--- src/common/perf_pkg.sv ---
`default_nettype none

package perf_pkg;

	localparam int CNT_W      = 12;
	localparam int HEX_DIGITS = CNT_W / 4;
	localparam int REC_LEN    = 1 + 2 * HEX_DIGITS;	// Tag, miss digits, access digits
	localparam int NUM_LEVELS = 3;

	typedef logic [7:0]       byte_t;
	typedef logic [CNT_W-1:0] count_t;

	typedef enum logic [1:0] {
		LVL_L1I,
		LVL_L1D,
		LVL_L2
	} level_e;

	function automatic byte_t level_tag(level_e lvl);
		case (lvl)
			LVL_L1I: return "a";
			LVL_L1D: return "b";
			default: return "c";
		endcase
	endfunction

	// Uppercase hex digit
	function automatic byte_t hex_ascii(logic [3:0] nib);
		if (nib < 4'd10) begin
			return byte_t'(8'h30 + nib);
		end
		return byte_t'(8'h37 + nib);	// 'A' minus 10
	endfunction

endpackage

`default_nettype wire
--- src/common/byte_stream_if.sv ---
`timescale 1ns/1ps
`default_nettype none

interface byte_stream_if;
	import perf_pkg::*;

	logic  valid;
	logic  ready;
	byte_t data;
	logic  last;	// Final byte of a record

	modport source (
		output valid,
		output data,
		output last,
		input  ready
	);

	modport sink (
		input  valid,
		input  data,
		input  last,
		output ready
	);

endinterface

`default_nettype wire

--- src/cache_perf_monitor.sv ---
`timescale 1ns/1ps
`default_nettype none

module cache_perf_monitor #(
	parameter int SNAP_PERIOD = 120
) (
	input  wire logic       clk,
	input  wire logic       rstn,
	input  wire logic       read_l1i_i,
	input  wire logic       miss_l1i_i,
	input  wire logic       read_l1d_i,
	input  wire logic       write_l1d_i,
	input  wire logic       miss_l1d_i,
	input  wire logic       read_l2_i,
	input  wire logic       write_l2_i,
	input  wire logic       miss_l2_i,
	output logic            rpt_valid_o,
	output perf_pkg::byte_t rpt_data_o,
	output logic            rpt_last_o,
	input  wire logic       rpt_ready_i
);
	import perf_pkg::*;

	count_t access_cnt [NUM_LEVELS];
	count_t miss_cnt   [NUM_LEVELS];
	logic   snap;

	byte_stream_if rpt_if [NUM_LEVELS] ();

	event_edge_counter #(.NUM_ACCESS(1)) l1i_counter_inst (
		.clk          (clk),
		.rstn         (rstn),
		.access_i     (read_l1i_i),
		.miss_i       (miss_l1i_i),
		.access_cnt_o (access_cnt[0]),
		.miss_cnt_o   (miss_cnt[0])
	);

	event_edge_counter #(.NUM_ACCESS(2)) l1d_counter_inst (
		.clk          (clk),
		.rstn         (rstn),
		.access_i     ({write_l1d_i, read_l1d_i}),
		.miss_i       (miss_l1d_i),
		.access_cnt_o (access_cnt[1]),
		.miss_cnt_o   (miss_cnt[1])
	);

	event_edge_counter #(.NUM_ACCESS(2)) l2_counter_inst (
		.clk          (clk),
		.rstn         (rstn),
		.access_i     ({write_l2_i, read_l2_i}),
		.miss_i       (miss_l2_i),
		.access_cnt_o (access_cnt[2]),
		.miss_cnt_o   (miss_cnt[2])
	);

	snapshot_timer #(.SNAP_PERIOD(SNAP_PERIOD)) snapshot_timer_inst (
		.clk    (clk),
		.rstn   (rstn),
		.snap_o (snap)
	);

	level_reporter #(.LEVEL(LVL_L1I)) l1i_reporter_inst (
		.clk          (clk),
		.rstn         (rstn),
		.snap_i       (snap),
		.access_cnt_i (access_cnt[0]),
		.miss_cnt_i   (miss_cnt[0]),
		.rpt          (rpt_if[0])
	);

	level_reporter #(.LEVEL(LVL_L1D)) l1d_reporter_inst (
		.clk          (clk),
		.rstn         (rstn),
		.snap_i       (snap),
		.access_cnt_i (access_cnt[1]),
		.miss_cnt_i   (miss_cnt[1]),
		.rpt          (rpt_if[1])
	);

	level_reporter #(.LEVEL(LVL_L2)) l2_reporter_inst (
		.clk          (clk),
		.rstn         (rstn),
		.snap_i       (snap),
		.access_cnt_i (access_cnt[2]),
		.miss_cnt_i   (miss_cnt[2]),
		.rpt          (rpt_if[2])
	);

	report_arbiter #(.N_SRC(NUM_LEVELS)) report_arbiter_inst (
		.clk         (clk),
		.rstn        (rstn),
		.src         (rpt_if),
		.out_valid_o (rpt_valid_o),
		.out_data_o  (rpt_data_o),
		.out_last_o  (rpt_last_o),
		.out_ready_i (rpt_ready_i)
	);

endmodule

`default_nettype wire

--- src/report_arbiter.sv ---
`timescale 1ns/1ps
`default_nettype none

module report_arbiter #(
	parameter int N_SRC = 3
) (
	input  wire logic   clk,
	input  wire logic   rstn,
	byte_stream_if.sink src [N_SRC],
	output logic        out_valid_o,
	output perf_pkg::byte_t out_data_o,
	output logic        out_last_o,
	input  wire logic   out_ready_i
);
	import perf_pkg::*;

	localparam int GRANT_W = (N_SRC > 1) ? $clog2(N_SRC) : 1;

	logic [N_SRC-1:0]   req;
	logic [N_SRC-1:0]   last_vec;
	logic [N_SRC-1:0]   ready_vec;
	byte_t              data_arr [N_SRC];
	logic [GRANT_W-1:0] grant_q;
	logic [GRANT_W-1:0] pick;
	logic [GRANT_W-1:0] sel;
	logic               locked_q;
	logic               found;

	for (genvar i = 0; i < N_SRC; i++) begin : g_src
		assign req[i]       = src[i].valid;
		assign last_vec[i]  = src[i].last;
		assign data_arr[i]  = src[i].data;
		assign ready_vec[i] = out_ready_i && (sel == GRANT_W'(i));
		assign src[i].ready = ready_vec[i];
	end

	// Search starts just after the last level served
	always_comb begin
		pick  = grant_q;
		found = 1'b0;
		for (int k = 1; k <= N_SRC; k++) begin
			if (!found && req[(int'(grant_q) + k) % N_SRC]) begin
				pick  = GRANT_W'((int'(grant_q) + k) % N_SRC);
				found = 1'b1;
			end
		end
	end

	assign sel = locked_q ? grant_q : pick;

	always_ff @(posedge clk) begin
		if (!rstn) begin
			locked_q <= 1'b0;
			grant_q  <= GRANT_W'(N_SRC - 1);	// L1I first after reset
		end else if (out_valid_o) begin
			grant_q  <= sel;
			locked_q <= !(out_ready_i && out_last_o);	// Release after record end
		end
	end

	assign out_valid_o = req[sel];
	assign out_data_o  = data_arr[sel];
	assign out_last_o  = last_vec[sel];

	// Mid-record the locked source stays valid and alone sees ready
	a_ready_granted: assert property (
		@(posedge clk) disable iff (!rstn)
		locked_q |->
			req[grant_q] && ((ready_vec & ~(N_SRC'(1) << grant_q)) == '0)
	) else $error("Granted source dropped its record or ready reached another source");

endmodule

`default_nettype wire

--- src/level_reporter.sv ---
`timescale 1ns/1ps
`default_nettype none

module level_reporter #(
	parameter perf_pkg::level_e LEVEL = perf_pkg::LVL_L1I
) (
	input  wire logic             clk,
	input  wire logic             rstn,
	input  wire logic             snap_i,
	input  wire perf_pkg::count_t access_cnt_i,
	input  wire perf_pkg::count_t miss_cnt_i,
	byte_stream_if.source         rpt
);
	import perf_pkg::*;

	localparam int IDX_W = $clog2(REC_LEN);
	localparam logic [IDX_W-1:0] LAST_IDX = IDX_W'(REC_LEN - 1);

	logic               busy_q;
	logic [IDX_W-1:0]   idx_q;
	logic [2*CNT_W-1:0] rec_cnt_q;	// Miss count above access count
	logic [3:0]         nibble;
	logic               take_snap;
	logic               hs;

	assign take_snap = snap_i && !busy_q;	// Busy snaps are dropped
	assign hs        = rpt.valid && rpt.ready;

	always_ff @(posedge clk) begin
		if (!rstn) begin
			busy_q <= 1'b0;
			idx_q  <= '0;
		end else if (take_snap) begin
			busy_q <= 1'b1;
			idx_q  <= '0;
		end else if (hs) begin
			if (idx_q == LAST_IDX) begin
				busy_q <= 1'b0;
				idx_q  <= '0;
			end else begin
				idx_q <= idx_q + 1'b1;
			end
		end
	end

	always_ff @(posedge clk) begin
		if (take_snap) begin
			rec_cnt_q <= {miss_cnt_i, access_cnt_i};
		end
	end

	// Byte 1 takes the top miss nibble, byte 6 the bottom access nibble
	assign nibble = 4'(rec_cnt_q >> (4 * (REC_LEN - 1 - int'(idx_q))));

	always_comb begin
		if (idx_q == '0) begin
			rpt.data = level_tag(LEVEL);
		end else begin
			rpt.data = hex_ascii(nibble);
		end
	end

	assign rpt.valid = busy_q;
	assign rpt.last  = busy_q && (idx_q == LAST_IDX);

	// A held byte must not change under the sink
	a_hold_stable: assert property (
		@(posedge clk) disable iff (!rstn)
		rpt.valid && !rpt.ready |=>
			rpt.valid && $stable(rpt.data) && $stable(rpt.last)
	) else $error("Reporter changed a byte while it was held by back-pressure");

endmodule

`default_nettype wire

--- src/snapshot_timer.sv ---
`timescale 1ns/1ps
`default_nettype none

module snapshot_timer #(
	parameter int SNAP_PERIOD = 120
) (
	input  wire logic clk,
	input  wire logic rstn,
	output logic      snap_o
);

	localparam int TMR_W = (SNAP_PERIOD > 1) ? $clog2(SNAP_PERIOD) : 1;
	localparam logic [TMR_W-1:0] TERMINAL = TMR_W'(SNAP_PERIOD - 1);

	logic [TMR_W-1:0] tmr_q;

	always_ff @(posedge clk) begin
		if (!rstn) begin
			tmr_q <= '0;
		end else if (tmr_q == TERMINAL) begin
			tmr_q <= '0;
		end else begin
			tmr_q <= tmr_q + 1'b1;
		end
	end

	// First pulse in cycle SNAP_PERIOD-1 after reset
	assign snap_o = (tmr_q == TERMINAL);

endmodule

`default_nettype wire

--- src/event_edge_counter.sv ---
`timescale 1ns/1ps
`default_nettype none

module event_edge_counter #(
	parameter int NUM_ACCESS = 1
) (
	input  wire logic                  clk,
	input  wire logic                  rstn,
	input  wire logic [NUM_ACCESS-1:0] access_i,
	input  wire logic                  miss_i,
	output perf_pkg::count_t           access_cnt_o,
	output perf_pkg::count_t           miss_cnt_o
);
	import perf_pkg::*;

	localparam int INC_W = $clog2(NUM_ACCESS + 1);

	logic [NUM_ACCESS-1:0] access_prev_q;
	logic                  miss_prev_q;
	logic [NUM_ACCESS-1:0] access_rise;
	logic                  miss_rise;
	logic [INC_W-1:0]      access_inc;
	count_t                access_cnt_q;
	count_t                miss_cnt_q;

	assign access_rise = access_i & ~access_prev_q;
	assign miss_rise   = miss_i & ~miss_prev_q;

	// Read and write edges in one cycle both count
	always_comb begin
		access_inc = '0;
		for (int k = 0; k < NUM_ACCESS; k++) begin
			access_inc = access_inc + INC_W'(access_rise[k]);
		end
	end

	always_ff @(posedge clk) begin
		if (!rstn) begin
			access_prev_q <= '0;
			miss_prev_q   <= 1'b0;
			access_cnt_q  <= '0;
			miss_cnt_q    <= '0;
		end else begin
			access_prev_q <= access_i;
			miss_prev_q   <= miss_i;
			access_cnt_q  <= access_cnt_o;	// Wraps at 12 bits
			miss_cnt_q    <= miss_cnt_o;
		end
	end

	// Counts as of this edge, so a snapshot taken now includes the current edge
	assign access_cnt_o = access_cnt_q + count_t'(access_inc);
	assign miss_cnt_o   = miss_cnt_q + count_t'(miss_rise);

endmodule

`default_nettype wire

--- config.mk ---
export PLATFORM = sky130hd
export DESIGN_NAME = cache_perf_monitor
export DESIGN_NICKNAME = d
export VERILOG_FILES = /design/src/common/perf_pkg.sv /design/src/common/byte_stream_if.sv /design/src/cache_perf_monitor.sv /design/src/report_arbiter.sv /design/src/level_reporter.sv /design/src/snapshot_timer.sv /design/src/event_edge_counter.sv
export SDC_FILE = /design/constraint.sdc
export NUM_CORES = 1
export LEC_CHECK = 0
export ABC_AREA = 1
export BUFFER_PORTS_ARGS = -buffer_cell sky130_fd_sc_hd__buf_2
export CAP_MARGIN = 20
export CELL_PAD_IN_SITES_DETAIL_PLACEMENT = 1
export CELL_PAD_IN_SITES_GLOBAL_PLACEMENT = 1
export CORE_MARGIN = 1.5
export CORE_UTILIZATION = 46
export DETAILED_ROUTE_END_ITERATION = 8
export PLACE_DENSITY = 0.77
export SYNTH_ARGS = -nofsm -noshare
export SYNTH_HDL_FRONTEND = slang
export SYNTH_SLANG_ARGS = --single-unit
--- constraint.sdc ---
create_clock -name clk -period 3.1 [get_ports clk]
set_input_delay 0.62 -clock clk [delete_from_list [all_inputs] [get_ports clk]]
set_output_delay 0.62 -clock clk [all_outputs]
set_load 0.02 [all_outputs]
# After elaboration in Yosys (flattened, before gate mapping)
# Index checks and enable logic that the tools add are counted.
[totals] out_inout_bits=10 in_bits=11 regBits=174
[classes] bitwise=14 eq_ne=6 order_cmp=8 reduce_logical=38 n_shift=3 add_sub_neg=24 n_mux=49 n_div=3
[op_table] op="less-than comparator 32 x 4 -> 1 bit, second input constant" n=3
[op_table] op="modulo 32 x 3 -> 32 bit, second input constant" n=3
[op_table] op="right shift 24 x 32 -> 4 bit" n=3
[op_table] op="two-way mux 8 bit" n=11
[op_table] op="adder 12 x 1 -> 12 bit" n=4
[op_table] op="adder 6 x 4 -> 7 bit, first input constant" n=6
[op_table] op="two-way mux 1 bit" n=25
[op_table] op="adder 12 x 2 -> 12 bit" n=2
[op_table] op="binary-select mux 8 bit (select 2 bit)" n=1
[op_table] op="logical AND 1 bit" n=15
[op_table] op="less-than comparator 4 bit, second input constant" n=3
[op_table] op="nonzero test 2 bit" n=6
[op_table] op="subtractor 3 x 3 -> 4 bit, first input constant" n=3
[op_table] op="binary-select mux 1 bit (select 2 bit)" n=5
[op_table] op="adder 3 x 1 -> 3 bit, second input constant" n=3
[op_table] op="== test 3 bit, second input constant" n=3
[op_table] op="zero test 3 bit" n=3
[op_table] op="two-way mux 3 bit" n=3
[op_table] op="two-way mux 2 bit" n=4
[op_table] op="OR reduction 2 bit" n=4
[op_table] op="adder 7 x 1 -> 7 bit, second input constant" n=1
[op_table] op="== test 7 bit, second input constant" n=1
[op_table] op="adder 2 x 2 -> 3 bit, second input constant" n=2
[op_table] op="zero test 1 bit" n=6
[op_table] op="other kinds (13)" n=25

# Depth between registers and ports, before layout
# Gate-level depths: netlist of the first run.
[logic_depth] depth_word=18 depth_mapped=18

# Modules after synthesis
# Synthesis of the first run repeated with hierarchy kept, for this count alone.
[unflattened] hier_cells=1201 area_unflattened_um2=9342.7
[by_module_without_submodules] mod="event_edge_counter at l1d_counter_inst ..." seq_area_each_um2=540.5 area_per_inst_um2=1330.0 instances=2 cells_per_inst=192
[by_module_without_submodules] mod="level_reporter at l1i_reporter_inst" seq_area_each_um2=800.8 area_per_inst_um2=1480.2 instances=1 cells_per_inst=158
[by_module_without_submodules] mod="level_reporter at l1d_reporter_inst" seq_area_each_um2=800.8 area_per_inst_um2=1470.2 instances=1 cells_per_inst=148
[by_module_without_submodules] mod="level_reporter at l2_reporter_inst" seq_area_each_um2=800.8 area_per_inst_um2=1386.3 instances=1 cells_per_inst=145
[by_module_without_submodules] mod="event_edge_counter at l1i_counter_inst" seq_area_each_um2=520.5 area_per_inst_um2=1282.5 instances=1 cells_per_inst=190
[by_module_without_submodules] mod="report_arbiter" seq_area_each_um2=60.1 area_per_inst_um2=711.9 instances=1 cells_per_inst=129
[by_module_without_submodules] mod="snapshot_timer" seq_area_each_um2=140.1 area_per_inst_um2=351.6 instances=1 cells_per_inst=47

# Worst setup path after synthesis of the first run
# OpenSTA, ideal clock, no wires.
[synth_timing] path_type="flip-flop to output port" startpoint="register l1d_reporter_inst.idx_q[0]" endpoint="output rpt_data_o[6]" required_time_ps=2480 path_stages_with_launch=13 arrival_ps=2375 path_slack_ps=105 path_cell_list="dfxtp_1 inv_1 buf_2 ha_1 o21ai_0 o311ai_1 nand2_1 ha_1 nand2_1 nand3_1 nand2_1 nand2_1 nor2_1"
[synth_via] elab_chain_cells=10 elab_cells_between_ends=14
[synth_rtl] element="from (decl)" line_no="level_reporter.sv:20" text="logic [IDX_W-1:0] idx_q;"
[synth_rtl] element="from (signal assigned)" line_no="level_reporter.sv:41" text="idx_q <= idx_q + 1'b1;"
[synth_rtl] element="subtractor 3 x 3 -> 4 bit" line_no="level_reporter.sv:53" text="assign nibble = 4'(rec_cnt_q >> (4 * (REC_LEN - 1 - int'(idx_q))));"
[synth_rtl] element="right shift 24 x 32 -> 4 bit" line_no="level_reporter.sv:53"
[synth_rtl] element="less-than comparator 4 bit" line_no="perf_pkg.sv:29" text="if (nib < 4'd10) begin"
[synth_rtl] element="two-way mux 1 bit" line_no="perf_pkg.sv:29"
[synth_rtl] element="two-way mux 1 bit" line_no="level_reporter.sv:56" text="if (idx_q == '0) begin"
[synth_rtl] element="two-way mux 8 bit" line_no="perf_pkg.sv:32" text="return byte_t'(8'h37 + nib);"
[synth_rtl] element="two-way mux 8 bit (*)" line_no="level_reporter.sv:56"
[synth_rtl] element="binary-select mux 8 bit (select 2 bit) (*)" line_no="report_arbiter.sv:62" text="assign out_data_o = data_arr[sel];"
[synth_rtl] element="two-way mux 8 bit (not written as such) (*) (2 in a row)" line_no="report_arbiter.sv:62"
[synth_rtl] element="to (decl)" line_no="cache_perf_monitor.sv:18" text="output perf_pkg::byte_t rpt_data_o,"
# Mark *: on every way between the ends. The rest lies on a longest branch, timed or not. The select of a mux whose other input is x is not followed.

# Worst setup path after layout of the first run
[layout_timing] startpoint="register report_arbiter_inst.grant_q[0]" endpoint="output rpt_data_o[6]"
[layout_via] elab_chain_cells=17 elab_cells_between_ends=29
[layout_rtl] element="from (decl)" line_no="report_arbiter.sv:23" text="logic [GRANT_W-1:0] grant_q;"
[layout_rtl] element="from (signal assigned)" line_no="report_arbiter.sv:54" text="grant_q <= GRANT_W'(N_SRC - 1);"
[layout_rtl] element="from (signal assigned)" line_no="report_arbiter.sv:56" text="grant_q <= sel;"
[layout_rtl] element="adder 2 x 1 -> 3 bit" line_no="report_arbiter.sv:42, report_arbiter.sv:43"
[layout_rtl] element="modulo 32 x 3 -> 32 bit" line_no="report_arbiter.sv:42, report_arbiter.sv:43"
[layout_rtl] element="binary-select mux 1 bit (select 2 bit)" line_no="report_arbiter.sv:42" text="if (!found && req[(int'(grant_q) + k) % N_SRC]) begin"
[layout_rtl] element="two-way mux 1 bit (not written as such) (2 in a row)" line_no="report_arbiter.sv:42"
[layout_rtl] element="two-way mux 1 bit" line_no="report_arbiter.sv:42"
[layout_rtl] element="zero test 1 bit" line_no="report_arbiter.sv:42"
[layout_rtl] element="logical AND 1 bit" line_no="report_arbiter.sv:42"
[layout_rtl] element="two-way mux 1 bit" line_no="report_arbiter.sv:42"
[layout_rtl] element="zero test 1 bit" line_no="report_arbiter.sv:42"
[layout_rtl] element="logical AND 1 bit" line_no="report_arbiter.sv:42"
[layout_rtl] element="two-way mux 2 bit" line_no="report_arbiter.sv:42"
[layout_rtl] element="two-way mux 2 bit (*)" line_no="report_arbiter.sv:49" text="assign sel = locked_q ? grant_q : pick;"
[layout_rtl] element="inverter 2 -> 3 bit (not written as such) (*)" line_no="report_arbiter.sv:62"
[layout_rtl] element="binary-select mux 8 bit (select 2 bit) (*)" line_no="report_arbiter.sv:62"
[layout_rtl] element="two-way mux 8 bit (not written as such) (*) (2 in a row)" line_no="report_arbiter.sv:62"
# Marked as above.

==> results of run 1 <==
==> area by class of cell <==
type / instances / area (sq um)
repair buffers: 60 / 497
flip-flops and latches: 174 / 4230
well taps: 229 / 287
clock inverters: 11 / 110
fillers: 2138 / 7930
multi-input cells: 657 / 3750
inverters: 180 / 703
clock buffers: 21 / 460
==> per-stage QoR <==
stage               TNS (ns)   util  hold slack [ns]  total power, mW  std cells
floorplan                  0      -            0.418             3.32       1031
global placement           0  0.493            0.433             3.53       1274
detailed placement         0  0.493            0.457             3.56       1274
CTS                   -0.268  0.550            0.357             6.22       1327
global route           -2.05  0.559            0.367             6.63       1332
finish                -0.852  0.559            0.367             6.40       1332
==> cells by family after synthesis <==
logic type / count (synthesis) / synth area share
mux: 1 / 0.00119
xor+xnor: 42 / 0.0454
simple gates: 525 / 0.277
compound gates: 58 / 0.0394
flops: 174 / 0.498
other cells: 1 / 0.000444
buf+inv: 201 / 0.0940
fa+ha+maj: 29 / 0.0448
==> path summary, 6_finish.rpt <==
check | from | to
worst max-delay path | report_arbiter_inst.grant_q[0]$_SDFFE_PN0P_ | rpt_data_o[6]
worst min-delay path | write_l2_i | l2_counter_inst.access_prev_q[1]$_SDFF_PN0_
worst max register to register | report_arbiter_inst.grant_q[0]$_SDFFE_PN0P_ | l1d_reporter_inst.idx_q[0]$_SDFFE_PP0P_
worst min register to register | snapshot_timer_inst.tmr_q[0]$_SDFF_PP0_ | snapshot_timer_inst.tmr_q[0]$_SDFF_PP0_
==> layer usage <==
| layer | vias up | routed length (um) | track usage |
|---|---|---|---|
| met5 | - | 0 | 0 |
| li1 | 3367 | - | - |
| met1 | 3322 | 9730 | 0.282 |
| met3 | 33 | 566 | 0.0395 |
| met2 | 84 | 10800 | 0.409 |
| met4 | 0 | 422 | 0.0920 |
==> power breakdown <==
group          switching [mW]  total (mW)  leakage (nW)  internal (mW)
clock                   0.951        2.11         0.270           1.16
combinational            1.08        1.85          2.54          0.762
sequential             0.0268        2.44          1.53           2.42
total                    2.06        6.40          4.34           4.34
==> cells in the final DEF, fill, tap and decap left out, drive strengths merged <==
master	count
or2	7
o221ai	1
and3	1
nor3b	3
conb	1
mux2i	1
nand2	248
dfxtp	102
o22ai	1
inv	180
a31oi	2
ha	27
o211ai	7
o2111ai	1
fa	2
nor2	134
clkbuf	21
nand3	80
o311ai	1
xnor2	7
bufinv	1
nor4	2
nand4	19
buf	60
o21a	1
a21oi	24
edfxtp	72
o21ai	20
clkinvlp	3
clkinv	7
xor2	35
nor3	32
==> state kept, by name (all words and copies together) (netlist names), 2 cells and up <==
| signal | flops |
|---|---|
| l1d_counter_inst.access_cnt_q | 12 |
| l1d_counter_inst.access_prev_q | 2 |
| l1d_counter_inst.miss_cnt_q | 12 |
| l1d_reporter_inst.idx_q | 3 |
| l1d_reporter_inst.rec_cnt_q | 24 |
| l1i_counter_inst.access_cnt_q | 12 |
| l1i_counter_inst.miss_cnt_q | 12 |
| l1i_reporter_inst.idx_q | 3 |
| l1i_reporter_inst.rec_cnt_q | 24 |
| l2_counter_inst.access_cnt_q | 12 |
| l2_counter_inst.access_prev_q | 2 |
| l2_counter_inst.miss_cnt_q | 12 |
| l2_reporter_inst.idx_q | 3 |
| l2_reporter_inst.rec_cnt_q | 24 |
| report_arbiter_inst.grant_q | 2 |
| snapshot_timer_inst.tmr_q | 7 |
==> what timing repair did <==
action / 4_1_cts / 5_1_grt
setup endpoints to repair: 9 / 9
gates cloned: 1 / 0
buffers inserted: 20 / 5
resized for setup: 73 / 36
pin swaps: 27 / 22
==> worst max-delay path, delay by kind of cell (launching register included) <==
family	cells	cell delay, ns
fa+ha+maj	1	0.31
buf+inv	5	0.51
simple gates	9	0.82
flops	1	0.36
compound gates	1	0.15
==> results.py, run 1 <==
metrics = {
    "outcome": {
        "outcome": "finished with violations",
        "violations": "negative setup slack",
    },
    "logic_synthesis": {
        "synth_edf_count": 72,
        "ys.flop_type": "dfxtp_1",
        "synth_area_sq_mm": 0.00844,
        "syn_area_per_cell_sq_um": 8.18,
        "yosysMostFrequentCell": "nand2_1",
        "synthTopCellsByCount": "nand2_1, inv_1, nor2_1",
        "synth.largest_area_cell": "edfxtp_1",
        "postSynth.asyncResetShare": 0,
        "ys_top_cells_by_area": "edfxtp_1, dfxtp_1, nand2_1, inv_1, nor2_1",
        "synth.top_cell.area_share": 0.256,
        "syn_nets": 1071,
        "ys_seq_elements": 174,
        "synth.yosys.seq_area_share": 0.498,
        "postSynthCellCount": 1031,
        "ys_types": 48,
        "yosys_warnings": 0,
    },
    "setup_path": {
        "cp_common_cell": "nand2_4",
        "critPathMaxFanout": 8,
        "critPathMaxStageDelay_ns": 0.36,
        "start_kind": "flip-flop",
        "r2r_slack_ns": 0.71,
        "cp.required_ns": 2.48,
        "endpoint_kind": "output pin",
        "crit_chain": "inv_4 > ha_4 > inv_8 > nand2_4 > nand3_4 > nand2_8 > nand3_4 > nor2_4 > nor2_4 > nand2_4 > buf_12 > nand2_4 > buf_4 > a21oi_1 > nor2_1 > buf_4",
        "r2r_cells": 17,
        "slowest_stage": "dfxtp_4",
        "critPathKind": "reg -> out",
        "crit_arrival_ns": 2.63,
    },
    "clock_network": {
        "cts.clk_slew.worst_paths_ns": 0.07,
        "root_buffer": "clkbuf_16",
        "cts_buffers": 17,
        "cts.path.max_buffers": 2,
        "ctsHoldBuffers": 0,
        "cts_tree": "built",
        "htree_levels": 4,
        "insertion_delay_ns": 0.45,
        "cts.sinks": 174,
    },
    "cells_and_area": {
        "antennaDiodeCount": 0,
        "drive_gt1_frac": 0.178,
        "syn_to_final_growth_pct": 19.0,
        "layout.nets": 1130,
        "postLayoutCellArea_sq_mm": 0.0100,
    },
    "pwr": {
        "powerDensity_mw_per_mm2": 637,
        "ir_drop_mv": 0.727,
        "power_leakage_nw": 4.34,
    },
    "routing": {
        "drc": 0,
        "wl_per_cell_um": 16.1,
        "drtPass1Iterations": 5,
        "via_per_inst": 5.11,
        "vias": 6806,
        "drtIter0Drc": 312,
        "postRouteAntennaNets": 0,
        "finalWirelength_um": 21500,
    },
    "die": {
        "dieArea_sq_mm": 0.0192,
        "core-area_sq_mm": 0.0180,
        "chipHeight_um": 138,
        "rows": 49,
        "ioPinCount": 21,
        "fp.dieW_um": 138,
        "initial_utilization": 0.470,
    },
    "grt": {
        "antenna_found_initial": 0,
        "grt_max_degree": 36,
        "grt_pass1_vias": 7307,
        "track_usage": 0.232,
        "grt_overflow_total": 0,
        "grt_pass1_wl_um": 35300,
    },
    "timing": {
        "worstMarginPinSlew_ns": 0.613,
        "finalCritPeriodShare": 1.05,
        "skew_ns": 0.00970,
        "fin_crit_ns": 3.25,
        "max_slew_margin": 0.591,
        "max_freq_mhz": 308,
        "slew_violations": 0,
        "finalHoldViolations": 0,
        "rsz0062_at_grt": "true",
        "setup_viol": 9,
        "setup_slack_ns": -0.146,
    },
    "min_path": {
        "whs_path_depth": 3,
        "worstHoldPathType": "in -> reg",
    },
    "run": {
        "maxCapViolCount": 0,
    },
    "place": {
        "port_buffers": 19,
        "pre_cts_ws_ns": 0.0864,
        "placed_area_sq_mm": 0.00885,
        "gp_congestion": 0.801,
        "hpwlAfterDp_um": 13900,
    },
}
No activity file was read; power rests on OpenSTA's default activity.
==> run 2: changes to the inputs <==
--- a/config.mk
+++ b/config.mk
@@ -14,6 +14,7 @@
 export CORE_UTILIZATION = 46
 export DETAILED_ROUTE_END_ITERATION = 8
 export PLACE_DENSITY = 0.77
+export SETUP_SLACK_MARGIN = 0.5
 export SYNTH_ARGS = -nofsm -noshare
 export SYNTH_HDL_FRONTEND = slang
 export SYNTH_SLANG_ARGS = --single-unit
==> run 2 against run 1 <==
  * The run still ends with negative setup slack left
  * First-iteration DRC count is 11% higher
  * Register-to-register slack worse by 0.07 ns
  * Sequential share of layout area is 0.87 points lower
  * Worst setup slack worse by 0.13 ns
  * Die area stayed put
  * Utilization is 1.2 points higher
  * Worst hold slack better by 0.016 ns
==> results.py, run 2 (synthesis gave the netlist of run 1 again) <==
metrics = {
    "timing": {
        "hold_ws_ns": 0.383,
        "worstMarginPinSlew_ns": 0.681,
        "finalHoldViolations": 0,
        "setup_slack_ns": -0.281,
        "setup_viol": 9,
        "max_freq_mhz": 296,
        "skew_ns": 0.0149,
        "fin_setup_tns_ns": -1.42,
        "max_slew_margin": 0.546,
        "finalCritPeriodShare": 1.09,
        "slew_violations": 0,
        "fin_crit_ns": 3.38,
        "rsz0062_at_grt": "true",
    },
    "cells_and_area": {
        "final_common_cell": "nand2_1",
        "layout.nets": 1146,
        "final_cell_mix": "nand2_1, inv_1, nor2_1",
        "syn_to_final_growth_pct": 21.4,
        "drive_gt1_frac": 0.208,
        "largestRegisters": "l1d_reporter_inst.rec_cnt_q (24), l1i_reporter_inst.rec_cnt_q (24), l2_reporter_inst.rec_cnt_q (24)",
        "antennaDiodeCount": 0,
    },
    "clock_network": {
        "cts.clk_slew.worst_paths_ns": 0.07,
        "cts_buffers": 17,
        "cts_tree": "built",
        "root_buffer": "clkbuf_16",
        "insertion_delay_ns": 0.44,
        "htree_levels": 4,
        "cts.path.max_buffers": 2,
        "cts.sinks": 174,
        "ctsHoldBuffers": 0,
    },
    "routing": {
        "via_per_inst": 5.14,
        "drtIter0Drc": 346,
        "met2_length_um": 11000,
        "finalWirelength_um": 22000,
        "wl_per_cell_um": 16.3,
        "postRouteAntennaNets": 0,
        "route.layer.met1.wl_um": 9630,
        "vias": 6935,
        "met3_length_um": 795,
        "drtPass1Iterations": 4,
        "drc": 0,
        "maxUsedRoutingLayer": "met4",
    },
    "die": {
        "ioPinCount": 21,
        "core-area_sq_mm": 0.0180,
        "chipHeight_um": 138,
        "initial_utilization": 0.470,
        "rows": 49,
        "dieArea_sq_mm": 0.0192,
        "fp.dieW_um": 138,
    },
    "outcome": {
        "violations": "negative setup slack",
        "outcome": "finished with violations",
    },
    "pwr": {
        "ir_drop_mv": 0.858,
        "power_leakage_nw": 4.48,
        "powerDensity_mw_per_mm2": 632,
    },
    "min_path": {
        "worstHoldPathType": "in -> reg",
        "whs_path_depth": 3,
    },
    "setup_path": {
        "crit_arrival_ns": 2.76,
        "critPathKind": "reg -> out",
        "cp.required_ns": 2.48,
        "endpoint_kind": "output pin",
        "cp_common_cell": "buf_4",
        "slowest_stage": "dfxtp_2",
        "crit_chain": "inv_2 > ha_4 > o21ai_1 > o311ai_2 > nand2_1 > buf_4 > buf_4 > buf_4 > buf_4 > nand2_1 > nand3_2 > nand3_2 > buf_6",
        "critPathMaxStageDelay_ns": 0.38,
        "start_kind": "flip-flop",
        "critPathMaxFanout": 4,
        "r2r_cells": 17,
    },
    "run": {
        "maxCapViolCount": 0,
    },
    "place": {
        "hpwlAfterDp_um": 13600,
        "gp_congestion": 0.837,
        "port_buffers": 19,
        "pre_cts_ws_ns": 0.164,
    },
    "grt": {
        "track_usage": 0.228,
        "grt_overflow_total": 0,
        "antenna_found_initial": 0,
        "grt_max_degree": 34,
        "grt_pass1_wl_um": 35000,
        "grt_pass1_vias": 7283,
    },
}
-- run 2: changes by cell type in the layout (fill, tap and decap cells not counted), moves of 6 or more --
cell | before | now
nand3_1 | 70 | 63
inv_2 | 8 | 14
nand3_2 | 8 | 14
buf_4 | 38 | 57
-- run 2: repair_timing --
action	in CTS	in global routing
resized for setup	78	41
buffers inserted	29	13
endpoints found under the setup margin	9	14
cloned	1	0
pin swaps	27	22
-- run 2: worst max-delay path: cells and delay by family, from the launching register on --
family,cells,cell delay [ns]
adder cells (fa/ha/maj),1,0.31
buffers and inverters,6,0.71
AO/OA/AOI/OAI,2,0.47
flip-flops,1,0.38
AND/OR/NAND/NOR,4,0.46
-- run 2: final timing paths --
| path | to | slack (ns) | start |
|---|---|---|---|
| max reg2reg | l1d_reporter_inst.idx_q[0]$_SDFFE_PP0P_ | 0.64 | report_arbiter_inst.grant_q[0]$_SDFFE_PN0P_ |
| max | rpt_data_o[0] | -0.28 | l1d_reporter_inst.idx_q[0]$_SDFFE_PP0P_ |
| min reg2reg | snapshot_timer_inst.tmr_q[0]$_SDFF_PP0_ | 0.44 | snapshot_timer_inst.tmr_q[0]$_SDFF_PP0_ |
| min | l1d_counter_inst.access_prev_q[0]$_SDFF_PN0_ | 0.38 | read_l1d_i |
-- run 2: area by class of cell --
cell class                      count  area [sq um]
Fill cell                        2132          7720
Multi-Input combinational cell    657          3860
Clock buffer                       17           425
Timing Repair Buffer               76           588
Inverter                          180           699
Clock inverter                     15           159
Sequential cell                   174          4230
Tap cell                          229           287
-- run 2: where the power goes --
group          total (mW)  leakage [nW]  internal (mW)  switching [mW]
logic                1.87          2.66          0.742            1.13
clock network        2.16         0.289           1.20           0.959
registers            2.44          1.53           2.42          0.0251
total                6.48          4.48           4.36            2.12
-- run 2: metal layers --
metal  up-vias  global-route usage
met3        39              0.0447
li1       3405                   -
met4         0              0.0848
met2       127               0.393
met1      3364               0.284
met5         -                   0
-- run 2: per-stage QoR --
step                      power [mW]  utilization  area, sq um  instances
after floorplan                 3.36            -         8500       1031
after CTS                       6.16        0.556         9990       1335
after global routing            6.71        0.570        10200       1348
after detailed placement        3.61        0.495         8890       1273
after global placement          3.57        0.495         8890       1273
final                           6.48        0.570        10200       1348
==> run 3: changes to the inputs <==
--- a/config.mk
+++ b/config.mk
@@ -13,7 +13,7 @@
 export CORE_MARGIN = 1.5
 export CORE_UTILIZATION = 46
 export DETAILED_ROUTE_END_ITERATION = 8
-export PLACE_DENSITY = 0.77
+export PLACE_DENSITY = 0.83
 export SETUP_SLACK_MARGIN = 0.5
 export SYNTH_ARGS = -nofsm -noshare
 export SYNTH_HDL_FRONTEND = slang
==> run 3 against run 2 <==
  * The flow still finishes with violations (negative setup slack)
  * Register-to-register slack worse by 0.04 ns
  * Combinational power barely moved
  * Cell count down 0.15%
  * Clock power increased by 4%
  * Global-route usage rose by 1.3 points
  * Maximum frequency up 0.79%
  * Routed wire length grew 12%
  * Worst hold slack worse by 0.013 ns
  * Critical path type unchanged
==> results.py, run 3 (synthesis gave the netlist of run 1 again) <==
metrics = {
    "outcome": {
        "outcome": "finished with violations",
        "violations": "negative setup slack",
    },
    "setup_path": {
        "crit_arrival_ns": 2.73,
        "cp-endpoint": "rpt_data_o[2]",
        "critPathMaxFanout": 8,
        "startpoint": "report_arbiter_inst.grant_q[0]$_SDFFE_PN0P_",
        "reg2reg_from": "report_arbiter_inst.grant_q[0]$_SDFFE_PN0P_",
        "r2r_cells": 16,
        "critPathKind": "reg -> out",
        "rr_endpoint": "l1i_reporter_inst.idx_q[0]$_SDFFE_PP0P_",
        "crit_chain": "inv_2 > ha_4 > inv_6 > nand2_2 > nand2_4 > nand2_8 > nand3_4 > nor2_2 > nor2_1 > nand2_2 > nand2_8 > nand2_4 > nor2_4 > nand3_1 > nand3_2 > buf_6",
        "cp.required_ns": 2.48,
        "start_kind": "flip-flop",
        "critPathMaxStageDelay_ns": 0.36,
        "slowest_stage": "dfxtp_2",
        "r2r_slack_ns": 0.60,
        "endpoint_kind": "output pin",
    },
    "cells_and_area": {
        "syn_to_final_growth_pct": 21.4,
        "final_common_cell": "nand2_1",
        "instances_no_fill": 1346,
        "largestRegisters": "l1d_reporter_inst.rec_cnt_q (24), l1i_reporter_inst.rec_cnt_q (24), l2_reporter_inst.rec_cnt_q (24)",
        "layout.nets": 1144,
        "postLayoutCellArea_sq_mm": 0.0102,
        "final_cell_mix": "nand2_1, inv_1, nor2_1",
        "drive_gt1_frac": 0.208,
        "antennaDiodeCount": 0,
        "fill_cells": 2116,
    },
    "timing": {
        "fin_crit_ns": 3.35,
        "max_freq_mhz": 298,
        "finalCritPeriodShare": 1.08,
        "slew_violations": 0,
        "max_slew_margin": 0.608,
        "worstMarginPinSlew_ns": 0.582,
        "rsz0062_at_grt": "true",
        "finalHoldViolations": 0,
        "fin_setup_tns_ns": -1.31,
        "setup_slack_ns": -0.254,
        "skew_ns": 0.0112,
        "setup_viol": 9,
    },
    "pwr": {
        "ir_drop_mv": 0.824,
        "total_power_mw": 6.54,
        "power_leakage_nw": 4.48,
        "powerDensity_mw_per_mm2": 639,
    },
    "die": {
        "initial_utilization": 0.470,
        "ioPinCount": 21,
        "fp.dieW_um": 138,
        "chipHeight_um": 138,
        "rows": 49,
        "dieArea_sq_mm": 0.0192,
        "core-area_sq_mm": 0.0180,
    },
    "run": {
        "maxCapViolCount": 0,
    },
    "clock_network": {
        "cts_tree": "built",
        "cts.path.max_buffers": 2,
        "cts.sinks": 174,
        "htree_levels": 4,
        "root_buffer": "clkbuf_16",
        "cts.clk_slew.worst_paths_ns": 0.07,
        "insertion_delay_ns": 0.44,
        "cts_buffers": 17,
    },
    "place": {
        "place_inst": 1273,
        "port_buffers": 19,
        "placed_area_sq_mm": 0.00889,
        "hpwlAfterDp_um": 14200,
        "gp_congestion": 0.839,
    },
    "grt": {
        "track_usage": 0.241,
        "grt_pass1_wl_um": 36800,
        "grt_overflow_total": 0,
        "grt_max_degree": 65,
        "grt_pass1_vias": 7700,
        "antenna_found_initial": 0,
    },
    "routing": {
        "drc": 0,
        "finalWirelength_um": 24600,
        "vias": 7192,
        "drtPass1Iterations": 5,
        "wl_per_cell_um": 18.3,
        "drtIter0Drc": 406,
        "via_per_inst": 5.34,
        "postRouteAntennaNets": 0,
    },
    "min_path": {
        "worstHoldPathType": "in -> reg",
    },
}
==> run 3: cell count changes in the layout (fill, tap and decap cells not counted), moves of 3 or more <==
cell,before,now
dfxtp_2,8,5
clkbuf_8,0,3
nand3_1,63,66
dfxtp_4,3,6
nand2_1,217,214
clkinv_2,4,0
nand2_2,21,24
==> run 3: routing by layer <==
layer	up-vias	track usage	wire, um
li1	3396	-	-
met1	3472	0.276	9820
met2	228	0.433	12600
met3	96	0.0405	1100
met4	0	0.121	1060
met5	-	0	0
==> run 3: through the flow <==
stage                     hold slack [ns]  utilization  setup WS [ns]
after floorplan                     0.418            -          0.503
after global placement              0.432        0.495          0.238
after detailed placement            0.452        0.495          0.154
after CTS                           0.360        0.549        -0.0991
after global routing                0.396        0.570         -0.310
final                               0.370        0.570         -0.254
==> run 3: worst min-delay path by stage <==
stage	start	to	cells past startpoint
CTS	write_l2_i	l2_counter_inst.access_prev_q[1]$_SDFF_PN0_	3
detailed placement	snapshot_timer_inst.tmr_q[0]$_SDFF_PP0_	snapshot_timer_inst.tmr_q[0]$_SDFF_PP0_	1
global route	miss_l1i_i	l1i_counter_inst.miss_prev_q$_SDFF_PN0_	3
finish	write_l2_i	l2_counter_inst.access_prev_q[1]$_SDFF_PN0_	3
floorplan	snapshot_timer_inst.tmr_q[0]$_SDFF_PP0_	snapshot_timer_inst.tmr_q[0]$_SDFF_PP0_	1
global placement	snapshot_timer_inst.tmr_q[0]$_SDFF_PP0_	snapshot_timer_inst.tmr_q[0]$_SDFF_PP0_	1
==> run 3: cell type report <==
class | instances | area [sq um] | area share
clock inverters | 12 | 146 | 0.0143
flip-flops and latches | 174 | 4230 | 0.413
repair buffers | 75 | 574 | 0.0561
multi-input cells | 656 | 3840 | 0.375
well taps | 229 | 287 | 0.0280
clock buffers | 20 | 467 | 0.0456
inverters | 180 | 691 | 0.0674
==> run 3: report_power, final <==
group	total (mW)	internal [mW]	leakage (nW)	switching, mW
logic	1.86	0.775	2.64	1.09
registers	2.44	2.41	1.53	0.0268
clock network	2.24	1.27	0.299	0.969
total	6.54	4.46	4.48	2.08
==> run 3: timing repair <==
action / in CTS / in global routing
setup buffers: 22 / 19
endpoints found under the setup margin: 9 / 14
pin swaps: 23 / 33
gates resized for setup: 58 / 59
hold buffers: 0 / 0
==> run 3: critical path: cells and delay by family, from the launching register on <==
family,cells,cell delay [ns]
DFF,1,0.36
and+or+nand+nor,12,1.36
buffers and inverters,3,0.28
adders and majority gates,1,0.27
